===== src/alloc_pkg.sv =====
// shared pool constants and types; pool size and pipe depth are fixed, the event ptr stays 32 bits wide.
`default_nettype none

package alloc_pkg;

    // ~~~~~~~~~~~~~~~~~~~~~~~~~~~~~~~~~~~~~~~~~~~~~~~~~~
    // pool and datapath sizes
    // ~~~~~~~~~~~~~~~~~~~~~~~~~~~~~~~~~~~~~~~~~~~~~~~~~~
    localparam int NUM_PTRS    = 16;  // buffers in the pool.
    localparam int PTR_W       = 4;   // index width into the pool.
    localparam int PTR_BITS    = 32;  // pointer field of requests and events.
    localparam int PIPE_STAGES = 2;   // sampling register plus fanout-one register.
    localparam int CNT_W       = 16;  // statistics counter width.

    // ~~~~~~~~~~~~~~~~~~~~~~~~~~~~~~~~~~~~~~~~~~~~~~~~~~
    // request, event, grant and statistics records
    // ~~~~~~~~~~~~~~~~~~~~~~~~~~~~~~~~~~~~~~~~~~~~~~~~~~
    typedef struct packed {
        logic                alloc;    // single-cycle strobe.
        logic                dealloc;  // single-cycle strobe.
        logic [PTR_BITS-1:0] ptr;      // pointer to give back.
    } alloc_req_t;

    typedef struct packed {
        logic                alloc;
        logic                alloc_fail;  // pool empty.
        logic                alloc_err;   // not ready, or lost to a dealloc.
        logic                dealloc;
        logic                dealloc_fail;  // pointer out of range.
        logic                dealloc_err;   // not ready, or double free.
        logic [PTR_BITS-1:0] ptr;
    } alloc_mon_t;

    typedef struct packed {
        logic                valid;
        logic [PTR_BITS-1:0] ptr;
    } alloc_grant_t;

    typedef struct packed {
        logic [CNT_W-1:0] alloc_cnt;
        logic [CNT_W-1:0] alloc_fail_cnt;
        logic [CNT_W-1:0] alloc_err_cnt;
        logic [CNT_W-1:0] dealloc_cnt;
        logic [CNT_W-1:0] dealloc_fail_cnt;
        logic [CNT_W-1:0] dealloc_err_cnt;
    } alloc_stats_t;

    // Controller states. ST_READY is only left through reset.
    typedef enum logic [0:0] {
        ST_INIT  = 1'b0,
        ST_READY = 1'b1
    } fsm_state_t;

endpackage : alloc_pkg

`default_nettype wire


===== src/alloc_ctrl_fsm.sv =====
// init sweep takes exactly NUM_PTRS cycles after rst falls; ready then stays high until the next rst.
`default_nettype none
`timescale 1ns/100ps

module alloc_ctrl_fsm (
    input  logic                        from_tx,
    input  logic                        rst,
    output logic                        ready,
    output logic                        init_en,
    output logic [alloc_pkg::PTR_W-1:0] init_idx
);
    import alloc_pkg::*;

    fsm_state_t       state_q;
    fsm_state_t       state_d;
    logic [PTR_W-1:0] idx_q;
    logic [PTR_W-1:0] idx_d;

    // ~~~~~~~~~~~~~~~~~~~~~~~~~~~~~~~~~~~~~~~~~~~~~~~~~~
    // next state
    // ~~~~~~~~~~~~~~~~~~~~~~~~~~~~~~~~~~~~~~~~~~~~~~~~~~
    always_comb begin
        state_d = state_q;
        idx_d   = idx_q;
        case (state_q)
            ST_INIT: begin
                idx_d = idx_q + PTR_W'(1);  // wraps to zero after the last entry.
                if (idx_q == PTR_W'(NUM_PTRS - 1)) begin
                    state_d = ST_READY;
                end
            end
            ST_READY: begin
                idx_d = idx_q;  // sweep is done, index parks.
            end
            default: begin
                state_d = ST_INIT;
                idx_d   = '0;
            end
        endcase
    end

    // ~~~~~~~~~~~~~~~~~~~~~~~~~~~~~~~~~~~~~~~~~~~~~~~~~~
    // state registers
    // ~~~~~~~~~~~~~~~~~~~~~~~~~~~~~~~~~~~~~~~~~~~~~~~~~~
    always_ff @(posedge from_tx) begin
        if (rst) begin
            state_q <= ST_INIT;
            idx_q   <= '0;
        end else begin
            state_q <= state_d;
            idx_q   <= idx_d;
        end
    end

    assign ready    = (state_q == ST_READY);
    assign init_en  = (state_q == ST_INIT);  // one entry is cleared per cycle.
    assign init_idx = idx_q;

endmodule : alloc_ctrl_fsm

`default_nettype wire


===== src/ptr_free_list.sv =====
// one request per cycle at most; requests are seen one cycle after sampling, dealloc wins a collision.
`default_nettype none
`timescale 1ns/100ps

module ptr_free_list (
    input  logic                        from_tx,
    input  logic                        rst,
    input  alloc_pkg::alloc_req_t       req,
    input  logic                        ready,
    input  logic                        init_en,
    input  logic [alloc_pkg::PTR_W-1:0] init_idx,
    output alloc_pkg::alloc_mon_t       mon_raw,
    output alloc_pkg::alloc_grant_t     grant_raw
);
    import alloc_pkg::*;

    alloc_req_t          req_q;
    logic                rdy_q;
    logic [NUM_PTRS-1:0] in_use;  // set bit means the pointer is handed out.
    logic                found;
    logic [PTR_W-1:0]    free_idx;
    logic [PTR_W-1:0]    dealloc_idx;
    logic                set_en;
    logic                clr_en;
    alloc_mon_t          ev;
    alloc_grant_t        gnt;

    // request and ready are sampled together.
    always_ff @(posedge from_tx) begin
        if (rst) begin
            req_q <= '0;
            rdy_q <= 1'b0;
        end else begin
            req_q <= req;
            rdy_q <= ready;
        end
    end

    // ~~~~~~~~~~~~~~~~~~~~~~~~~~~~~~~~~~~~~~~~~~~~~~~~~~
    // lowest free entry
    // ~~~~~~~~~~~~~~~~~~~~~~~~~~~~~~~~~~~~~~~~~~~~~~~~~~
    always_comb begin
        found    = 1'b0;
        free_idx = '0;
        for (int i = NUM_PTRS - 1; i >= 0; i--) begin
            if (!in_use[i]) begin
                found    = 1'b1;
                free_idx = PTR_W'(i);  // last hit is the lowest index.
            end
        end
    end

    assign dealloc_idx = req_q.ptr[PTR_W-1:0];

    // ~~~~~~~~~~~~~~~~~~~~~~~~~~~~~~~~~~~~~~~~~~~~~~~~~~
    // classification
    // ~~~~~~~~~~~~~~~~~~~~~~~~~~~~~~~~~~~~~~~~~~~~~~~~~~
    always_comb begin
        ev     = '0;
        gnt    = '0;
        set_en = 1'b0;
        clr_en = 1'b0;
        if (req_q.dealloc) begin
            ev.ptr = req_q.ptr;  // dealloc events echo the requested pointer.
            if (!rdy_q) begin
                ev.dealloc_err = 1'b1;
            end else if (req_q.ptr >= PTR_BITS'(NUM_PTRS)) begin
                ev.dealloc_fail = 1'b1;
            end else if (!in_use[dealloc_idx]) begin
                ev.dealloc_err = 1'b1;  // double free.
            end else begin
                ev.dealloc = 1'b1;
                clr_en     = 1'b1;
            end
            ev.alloc_err = req_q.alloc;  // a colliding alloc is refused.
        end else if (req_q.alloc) begin
            if (!rdy_q) begin
                ev.alloc_err = 1'b1;
            end else if (!found) begin
                ev.alloc_fail = 1'b1;
            end else begin
                ev.alloc  = 1'b1;
                ev.ptr    = PTR_BITS'(free_idx);
                gnt.valid = 1'b1;
                gnt.ptr   = PTR_BITS'(free_idx);
                set_en    = 1'b1;
            end
        end
    end

    // cleared one entry per cycle by the init sweep.
    always_ff @(posedge from_tx) begin
        if (init_en) begin
            in_use[init_idx] <= 1'b0;
        end
        if (clr_en) begin
            in_use[dealloc_idx] <= 1'b0;
        end
        if (set_en) begin
            in_use[free_idx] <= 1'b1;
        end
    end

    always_ff @(posedge from_tx) begin
        if (rst) begin
            mon_raw   <= '0;
            grant_raw <= '0;
        end else begin
            mon_raw   <= ev;
            grant_raw <= gnt;
        end
    end

endmodule : ptr_free_list

`default_nettype wire


===== src/event_pipe.sv =====
// fixed PIPE_STAGES latency with no enable or stall; every stage clears to zero on rst.
`default_nettype none
`timescale 1ns/100ps

module event_pipe #(
    parameter type T = logic
) (
    input  logic from_tx,
    input  logic rst,
    input  T     d,
    output T     q
);
    import alloc_pkg::*;

    // stage 0 samples, the last stage only feeds q.
    T stage_q [PIPE_STAGES];

    always_ff @(posedge from_tx) begin
        if (rst) begin
            for (int i = 0; i < PIPE_STAGES; i++) begin
                stage_q[i] <= '0;
            end
        end else begin
            stage_q[0] <= d;
            for (int i = 1; i < PIPE_STAGES; i++) begin
                stage_q[i] <= stage_q[i-1];
            end
        end
    end

    assign q = stage_q[PIPE_STAGES-1];

endmodule : event_pipe

`default_nettype wire


===== src/mon_counters.sv =====
// counters saturate at all ones and are cleared only by rst; there is no readout or clear port.
`default_nettype none
`timescale 1ns/100ps

module mon_counters (
    input  logic                    from_tx,
    input  logic                    rst,
    input  alloc_pkg::alloc_mon_t   mon,
    output alloc_pkg::alloc_stats_t stats
);
    import alloc_pkg::*;

    alloc_stats_t cnt_q;
    alloc_stats_t cnt_d;

    // add one unless already at the top.
    function automatic logic [CNT_W-1:0] sat_inc(
        input logic [CNT_W-1:0] cnt,
        input logic             hit
    );
        logic [CNT_W-1:0] res;
        res = cnt;
        if (hit && (cnt != '1)) begin
            res = cnt + CNT_W'(1);
        end
        return res;
    endfunction

    // ~~~~~~~~~~~~~~~~~~~~~~~~~~~~~~~~~~~~~~~~~~~~~~~~~~
    // one counter per event bit
    // ~~~~~~~~~~~~~~~~~~~~~~~~~~~~~~~~~~~~~~~~~~~~~~~~~~
    always_comb begin
        cnt_d.alloc_cnt        = sat_inc(cnt_q.alloc_cnt, mon.alloc);
        cnt_d.alloc_fail_cnt   = sat_inc(cnt_q.alloc_fail_cnt, mon.alloc_fail);
        cnt_d.alloc_err_cnt    = sat_inc(cnt_q.alloc_err_cnt, mon.alloc_err);
        cnt_d.dealloc_cnt      = sat_inc(cnt_q.dealloc_cnt, mon.dealloc);
        cnt_d.dealloc_fail_cnt = sat_inc(cnt_q.dealloc_fail_cnt, mon.dealloc_fail);
        cnt_d.dealloc_err_cnt  = sat_inc(cnt_q.dealloc_err_cnt, mon.dealloc_err);
    end

    always_ff @(posedge from_tx) begin
        if (rst) begin
            cnt_q <= '0;
        end else begin
            cnt_q <= cnt_d;  // visible one cycle after the event.
        end
    end

    assign stats = cnt_q;

endmodule : mon_counters

`default_nettype wire


===== src/alloc_mon_top.sv =====
// single requester, no back-pressure; mon and grant trail the sampling edge by 3 cycles.
`default_nettype none
`timescale 1ns/100ps

module alloc_mon_top (
    input  logic                    from_tx,
    input  logic                    rst,
    input  alloc_pkg::alloc_req_t   req,
    output logic                    ready,
    output alloc_pkg::alloc_grant_t grant,
    output alloc_pkg::alloc_mon_t   mon,
    output alloc_pkg::alloc_stats_t stats
);
    import alloc_pkg::*;

    logic             init_en;
    logic [PTR_W-1:0] init_idx;
    alloc_mon_t       mon_raw;
    alloc_grant_t     grant_raw;

    // ~~~~~~~~~~~~~~~~~~~~~~~~~~~~~~~~~~~~~~~~~~~~~~~~~~
    // control and free map
    // ~~~~~~~~~~~~~~~~~~~~~~~~~~~~~~~~~~~~~~~~~~~~~~~~~~
    alloc_ctrl_fsm i_alloc_ctrl_fsm (
        .from_tx  (from_tx),
        .rst      (rst),
        .ready    (ready),
        .init_en  (init_en),
        .init_idx (init_idx)
    );

    ptr_free_list i_ptr_free_list (
        .from_tx   (from_tx),
        .rst       (rst),
        .req       (req),
        .ready     (ready),
        .init_en   (init_en),
        .init_idx  (init_idx),
        .mon_raw   (mon_raw),
        .grant_raw (grant_raw)
    );

    // ~~~~~~~~~~~~~~~~~~~~~~~~~~~~~~~~~~~~~~~~~~~~~~~~~~
    // output pipes
    // ~~~~~~~~~~~~~~~~~~~~~~~~~~~~~~~~~~~~~~~~~~~~~~~~~~
    event_pipe #(
        .T (alloc_mon_t)
    ) i_mon_pipe (
        .from_tx (from_tx),
        .rst     (rst),
        .d       (mon_raw),
        .q       (mon)
    );

    event_pipe #(
        .T (alloc_grant_t)
    ) i_grant_pipe (
        .from_tx (from_tx),
        .rst     (rst),
        .d       (grant_raw),
        .q       (grant)
    );

    // counts what leaves the monitor pipe.
    mon_counters i_mon_counters (
        .from_tx (from_tx),
        .rst     (rst),
        .mon     (mon),
        .stats   (stats)
    );

endmodule : alloc_mon_top

`default_nettype wire


===== config.mk =====
export PLATFORM = sky130hd
export DESIGN_NAME = alloc_mon_top
export DESIGN_NICKNAME = d
export VERILOG_FILES = /design/src/alloc_pkg.sv /design/src/alloc_ctrl_fsm.sv /design/src/ptr_free_list.sv /design/src/event_pipe.sv /design/src/mon_counters.sv /design/src/alloc_mon_top.sv
export SDC_FILE = /design/constraint.sdc
export NUM_CORES = 1
export LEC_CHECK = 0
export BUFFER_PORTS_ARGS = -buffer_cell sky130_fd_sc_hd__clkbuf_2
export CAP_MARGIN = 20
export CORE_UTILIZATION = 30
export DETAILED_ROUTE_END_ITERATION = 12
export HOLD_SLACK_MARGIN = 0.1
export PLACE_DENSITY = 0.53
export SYNTH_ARGS = -nofsm -noshare
export SYNTH_HDL_FRONTEND = slang
export SYNTH_SLANG_ARGS = --single-unit

===== constraint.sdc =====
create_clock -name from_tx -period 5.09 [get_ports from_tx]
set_input_delay 1.018 -clock from_tx [delete_from_list [all_inputs] [get_ports from_tx]]
set_output_delay 1.018 -clock from_tx [all_outputs]
set_load 0.005 [all_outputs]

==> metrics.txt <==
later-pin clock latency in the skew report=0.57 ns; leading register cell type out of synthesis=dfxtp_1; Fin Clk Skew=roughly 0.015 ns; leading cell types by total area after synthesis=dfxtp_1 51%, nor2b_1 7.2%, buf_4 4.9%; DRT Wirelength=23.6 mm; remaining antenna violation count=0; estimated wirelength of the detail-placed design=~16 mm; final clock period utilization by the worst path=46.1%; Die Span X=between 150 and 200 µm; kind of launch point of the worst setup path=flip-flop; most common library cell in the layout ignoring fill and taps=dfxtp_1; commonest cells after routing, fill and taps aside=278 x dfxtp_1, 174 x clkbuf_2, 124 x nor2b_1; Switching Fraction=21.0%; Synth async-reset ratio=0%; proportion of synthesized chip area in sequential cells=about half; CTS Buf Count=31; power density relative to cell area=between 300 and 400 nW/µm²; PostCTS Resize Cnt=0; number of nets in the layout=approximately 1,300; count of unresolved DRC violations after routing=0; setup-violating endpoint count in the final report=0; slowest cell on the critical path=dfxtp_1; Largest stage delay, worst path=0.57 ns; CORE AREA=about 36,000 µm²; VDD IR-drop max=0.237 mV; Gate power share=about 2.7%; share of total power in the clock network=between 40% and 50%; Avg Synthesized Cell Area=9.54 µm²; Die Ht=between 150 and 200 µm; vias in the first global route=slightly above 7,000; fraction of layout instances using a drive strength above 1=~18%; CP Data Required Time=4.07 ns; sequential power share=between 40% and 50%; Std-Cell Rows=69; number of I/O pins=~200; Clock Sink Count=~280; fill count=3,653; H-tree levels=1; MaxCap Viol Count=0; area of the multi-input gates=4580 µm²; routed via count=between 8,000 and 9,000; overflow left after global routing=0; Final Power=0.00472 W; gpl congestion=about 0.84; CTS tree=done; flops & latches, synth=about 280; post-synthesis cell type count=60; cell type group with the largest total delay on the critical path=flip-flops; pin count of the biggest net entering global routing=88; area of the die=around 37,000 µm²; area share of the largest cell type after synthesis=between 50% and 60%; minimum clock period=2.35 ns; number of slew-limit violations in the final report=0; layout overhead on the synthesized area=18.6%; hold buffers post-CTS=0; CTS Root Buffer Type=clkbuf_16; first-pass GRT wire length=between 30 and 40 mm; Worst Path Arrival=1.33 ns; Cell Area, Synth=~11,000 µm²; initial core utilization=around 30%; run status=completed; sw power=around 0.00099 W; Setup Crit Path Kind=reg -> out; fmax=426 MHz; PortBufs=between 150 and 200; Yosys warning count=0; per-cell routed wire length=13.5 µm; Internal=between 0.003 and 0.004 W; kind of path behind the tightest hold check=reg -> reg; Worst Path Buf+Inv=1; worst path cell trace=clkbuf_2; sum of negative setup slack=0 ns; final hold violation count=0; Post-synth EDFFs=0; RSZ-0062 raised after global routing=no; Max Fanout on Critical Path=12; Reg area=roughly 5600 µm²; clock slew at the register clock pins of the worst setup and hold paths=0.06 ns; Overall Global Routing Usage=approximately 12%; buffer depth of the longest clock path=3; initial antenna violation count=1; type of element capturing the critical path=primary output; tightest slew margin relative to the limit=between 30 and 40%; library cell with the largest summed area after synthesis=dfxtp_1; FF-to-FF setup slack=~2.8 ns; number of DRC markers in iteration 0=380; Gate Count Post-Synth=1,135; vias per cell=4.57; leakage power=between 5 and 6 nW; transition time of the tightest slew-check pin=slightly above 0.9 ns; post-CTS setup buffers=0; number of search-and-repair iterations in the first detailed-routing pass=5
-- state kept, by name (all words and copies together), names as in the netlist --
| name | flops |
|---|---|
| i_grant_pipe.stage_q | 9 |
| i_ptr_free_list.dealloc_idx | 4 |
| i_ptr_free_list.mon_raw | 37 |
| i_ptr_free_list.in_use | 16 |
| i_mon_pipe.stage_q | 75 |
| i_alloc_ctrl_fsm.init_idx | 4 |
| i_ptr_free_list.rdy_q | 1 |
| i_ptr_free_list.req_q | 30 |
| i_mon_counters.stats | 96 |
| i_ptr_free_list.grant_raw | 5 |
| i_alloc_ctrl_fsm.ready | 1 |
-- per-stage QoR --
| stage | cells | cell area, µm² | setup slack [ns] | utilization, % | hold WS (ns) |
|---|---|---|---|---|---|
| after floorplan | 1162 | 10900 | 3.00 | - | 0.414 |
| after global placement | 1691 | 11700 | 2.43 | 32.9 | 0.414 |
| after detailed placement | 1692 | 11700 | 2.41 | 33.0 | 0.420 |
| after CTS | 1750 | 12800 | 2.71 | 36.1 | 0.432 |
| after global routing | 1751 | 12800 | 2.66 | 36.1 | 0.450 |
| final | 1751 | 12800 | 2.74 | 36.1 | 0.432 |
-- worst register-to-register path: stages (launching register included) --
cell and delay, ns:
dfxtp_1 0.45, and4_1 0.28, nand4_1 0.45, nor4_1 0.68
a31o_1 0.22, a21oi_1 0.05
-- path summary, 6_finish.rpt --
path / startpoint / to / depth (start not counted)
max reg2reg: i_mon_counters.stats[3] / i_mon_counters.stats[15] / 5
max: i_mon_pipe.stage_q[0][70] / mon[32] / 1
min: i_ptr_free_list.mon_raw[13] / i_mon_pipe.stage_q[0][13] / 1
min reg2reg: i_ptr_free_list.mon_raw[13] / i_mon_pipe.stage_q[0][13] / 1
-- routing by layer --
layer	track usage [%]	wire (µm)	vias to the layer above
met5	0	0	-
met4	3.97	524	0
met3	2.28	1350	40
met2	19.8	10800	177
met1	16.6	10900	3740
li1	-	-	4052
-- cells by family (layout without fill, tap and decap cells) --
| family | count (synthesis) | in the layout | share of synthesized area (%) |
|---|---|---|---|
| AND/OR/NAND/NOR | 509 | 509 | 25.7 |
| flip-flops | 278 | 278 | 51.4 |
| buffers and inverters | 134 | 261 | 7.25 |
| AO/OA/AOI/OAI | 129 | 129 | 7.82 |
| XOR/XNOR | 63 | 63 | 5.10 |
| multiplexers | 11 | 11 | 1.55 |
| adder cells (fa/ha/maj) | 10 | 10 | 1.16 |
| other | 1 | 29 | 0.0346 |
-- final cells by class --
type,count,share of cell area [%]
Timing Repair Buffer,178,7.20
Inverter,25,0.731
Multi-Input combinational cell,750,35.7
Clock buffer,49,7.27
Antenna cell,1,0.0195
Sequential cell,278,43.3
Clock inverter,9,1.31
Tap cell,461,4.49
-- cells in the mapped netlist (2+ instances only) --
cell type	n
nor2_1	107
o21ai_0	23
nand4_1	39
o31ai_1	2
or2_1	5
o211ai_1	7
a31o_1	4
or3_1	9
nand3_1	37
nand2b_1	5
and3_1	16
nor3b_1	5
nand2_1	47
o21ai_1	16
and3b_4	2
buf_6	2
nor4_1	15
a21boi_1	2
or4_1	5
buf_4	71
clkbuf_1	35
or2_2	2
inv_1	23
and2_1	33
nor3_1	38
a311oi_1	4
a21oi_1	25
dfxtp_1	278
a221o_1	6
nor4b_1	2
xor2_1	30
nor2b_1	125
inv_2	2
xnor2_1	33
a31oi_1	8
a211oi_1	9
mux4_2	2
mux4_1	2
mux2i_1	7
and4_1	12
ha_1	10
nand4b_1	3
a21o_1	10
-- power groups by stage --
stage | logic [W] | clock network (W) | registers, W
after floorplan | 0.000112 | 0 | 0.00228
after global placement | 0.000125 | 0 | 0.00229
after detailed placement | 0.000127 | 0 | 0.00229
after CTS | 0.000128 | 0.00243 | 0.00224
after global routing | 0.000144 | 0.00251 | 0.00225
final | 0.000126 | 0.00235 | 0.00224
Note: power is estimated with default switching activity, not from simulation.
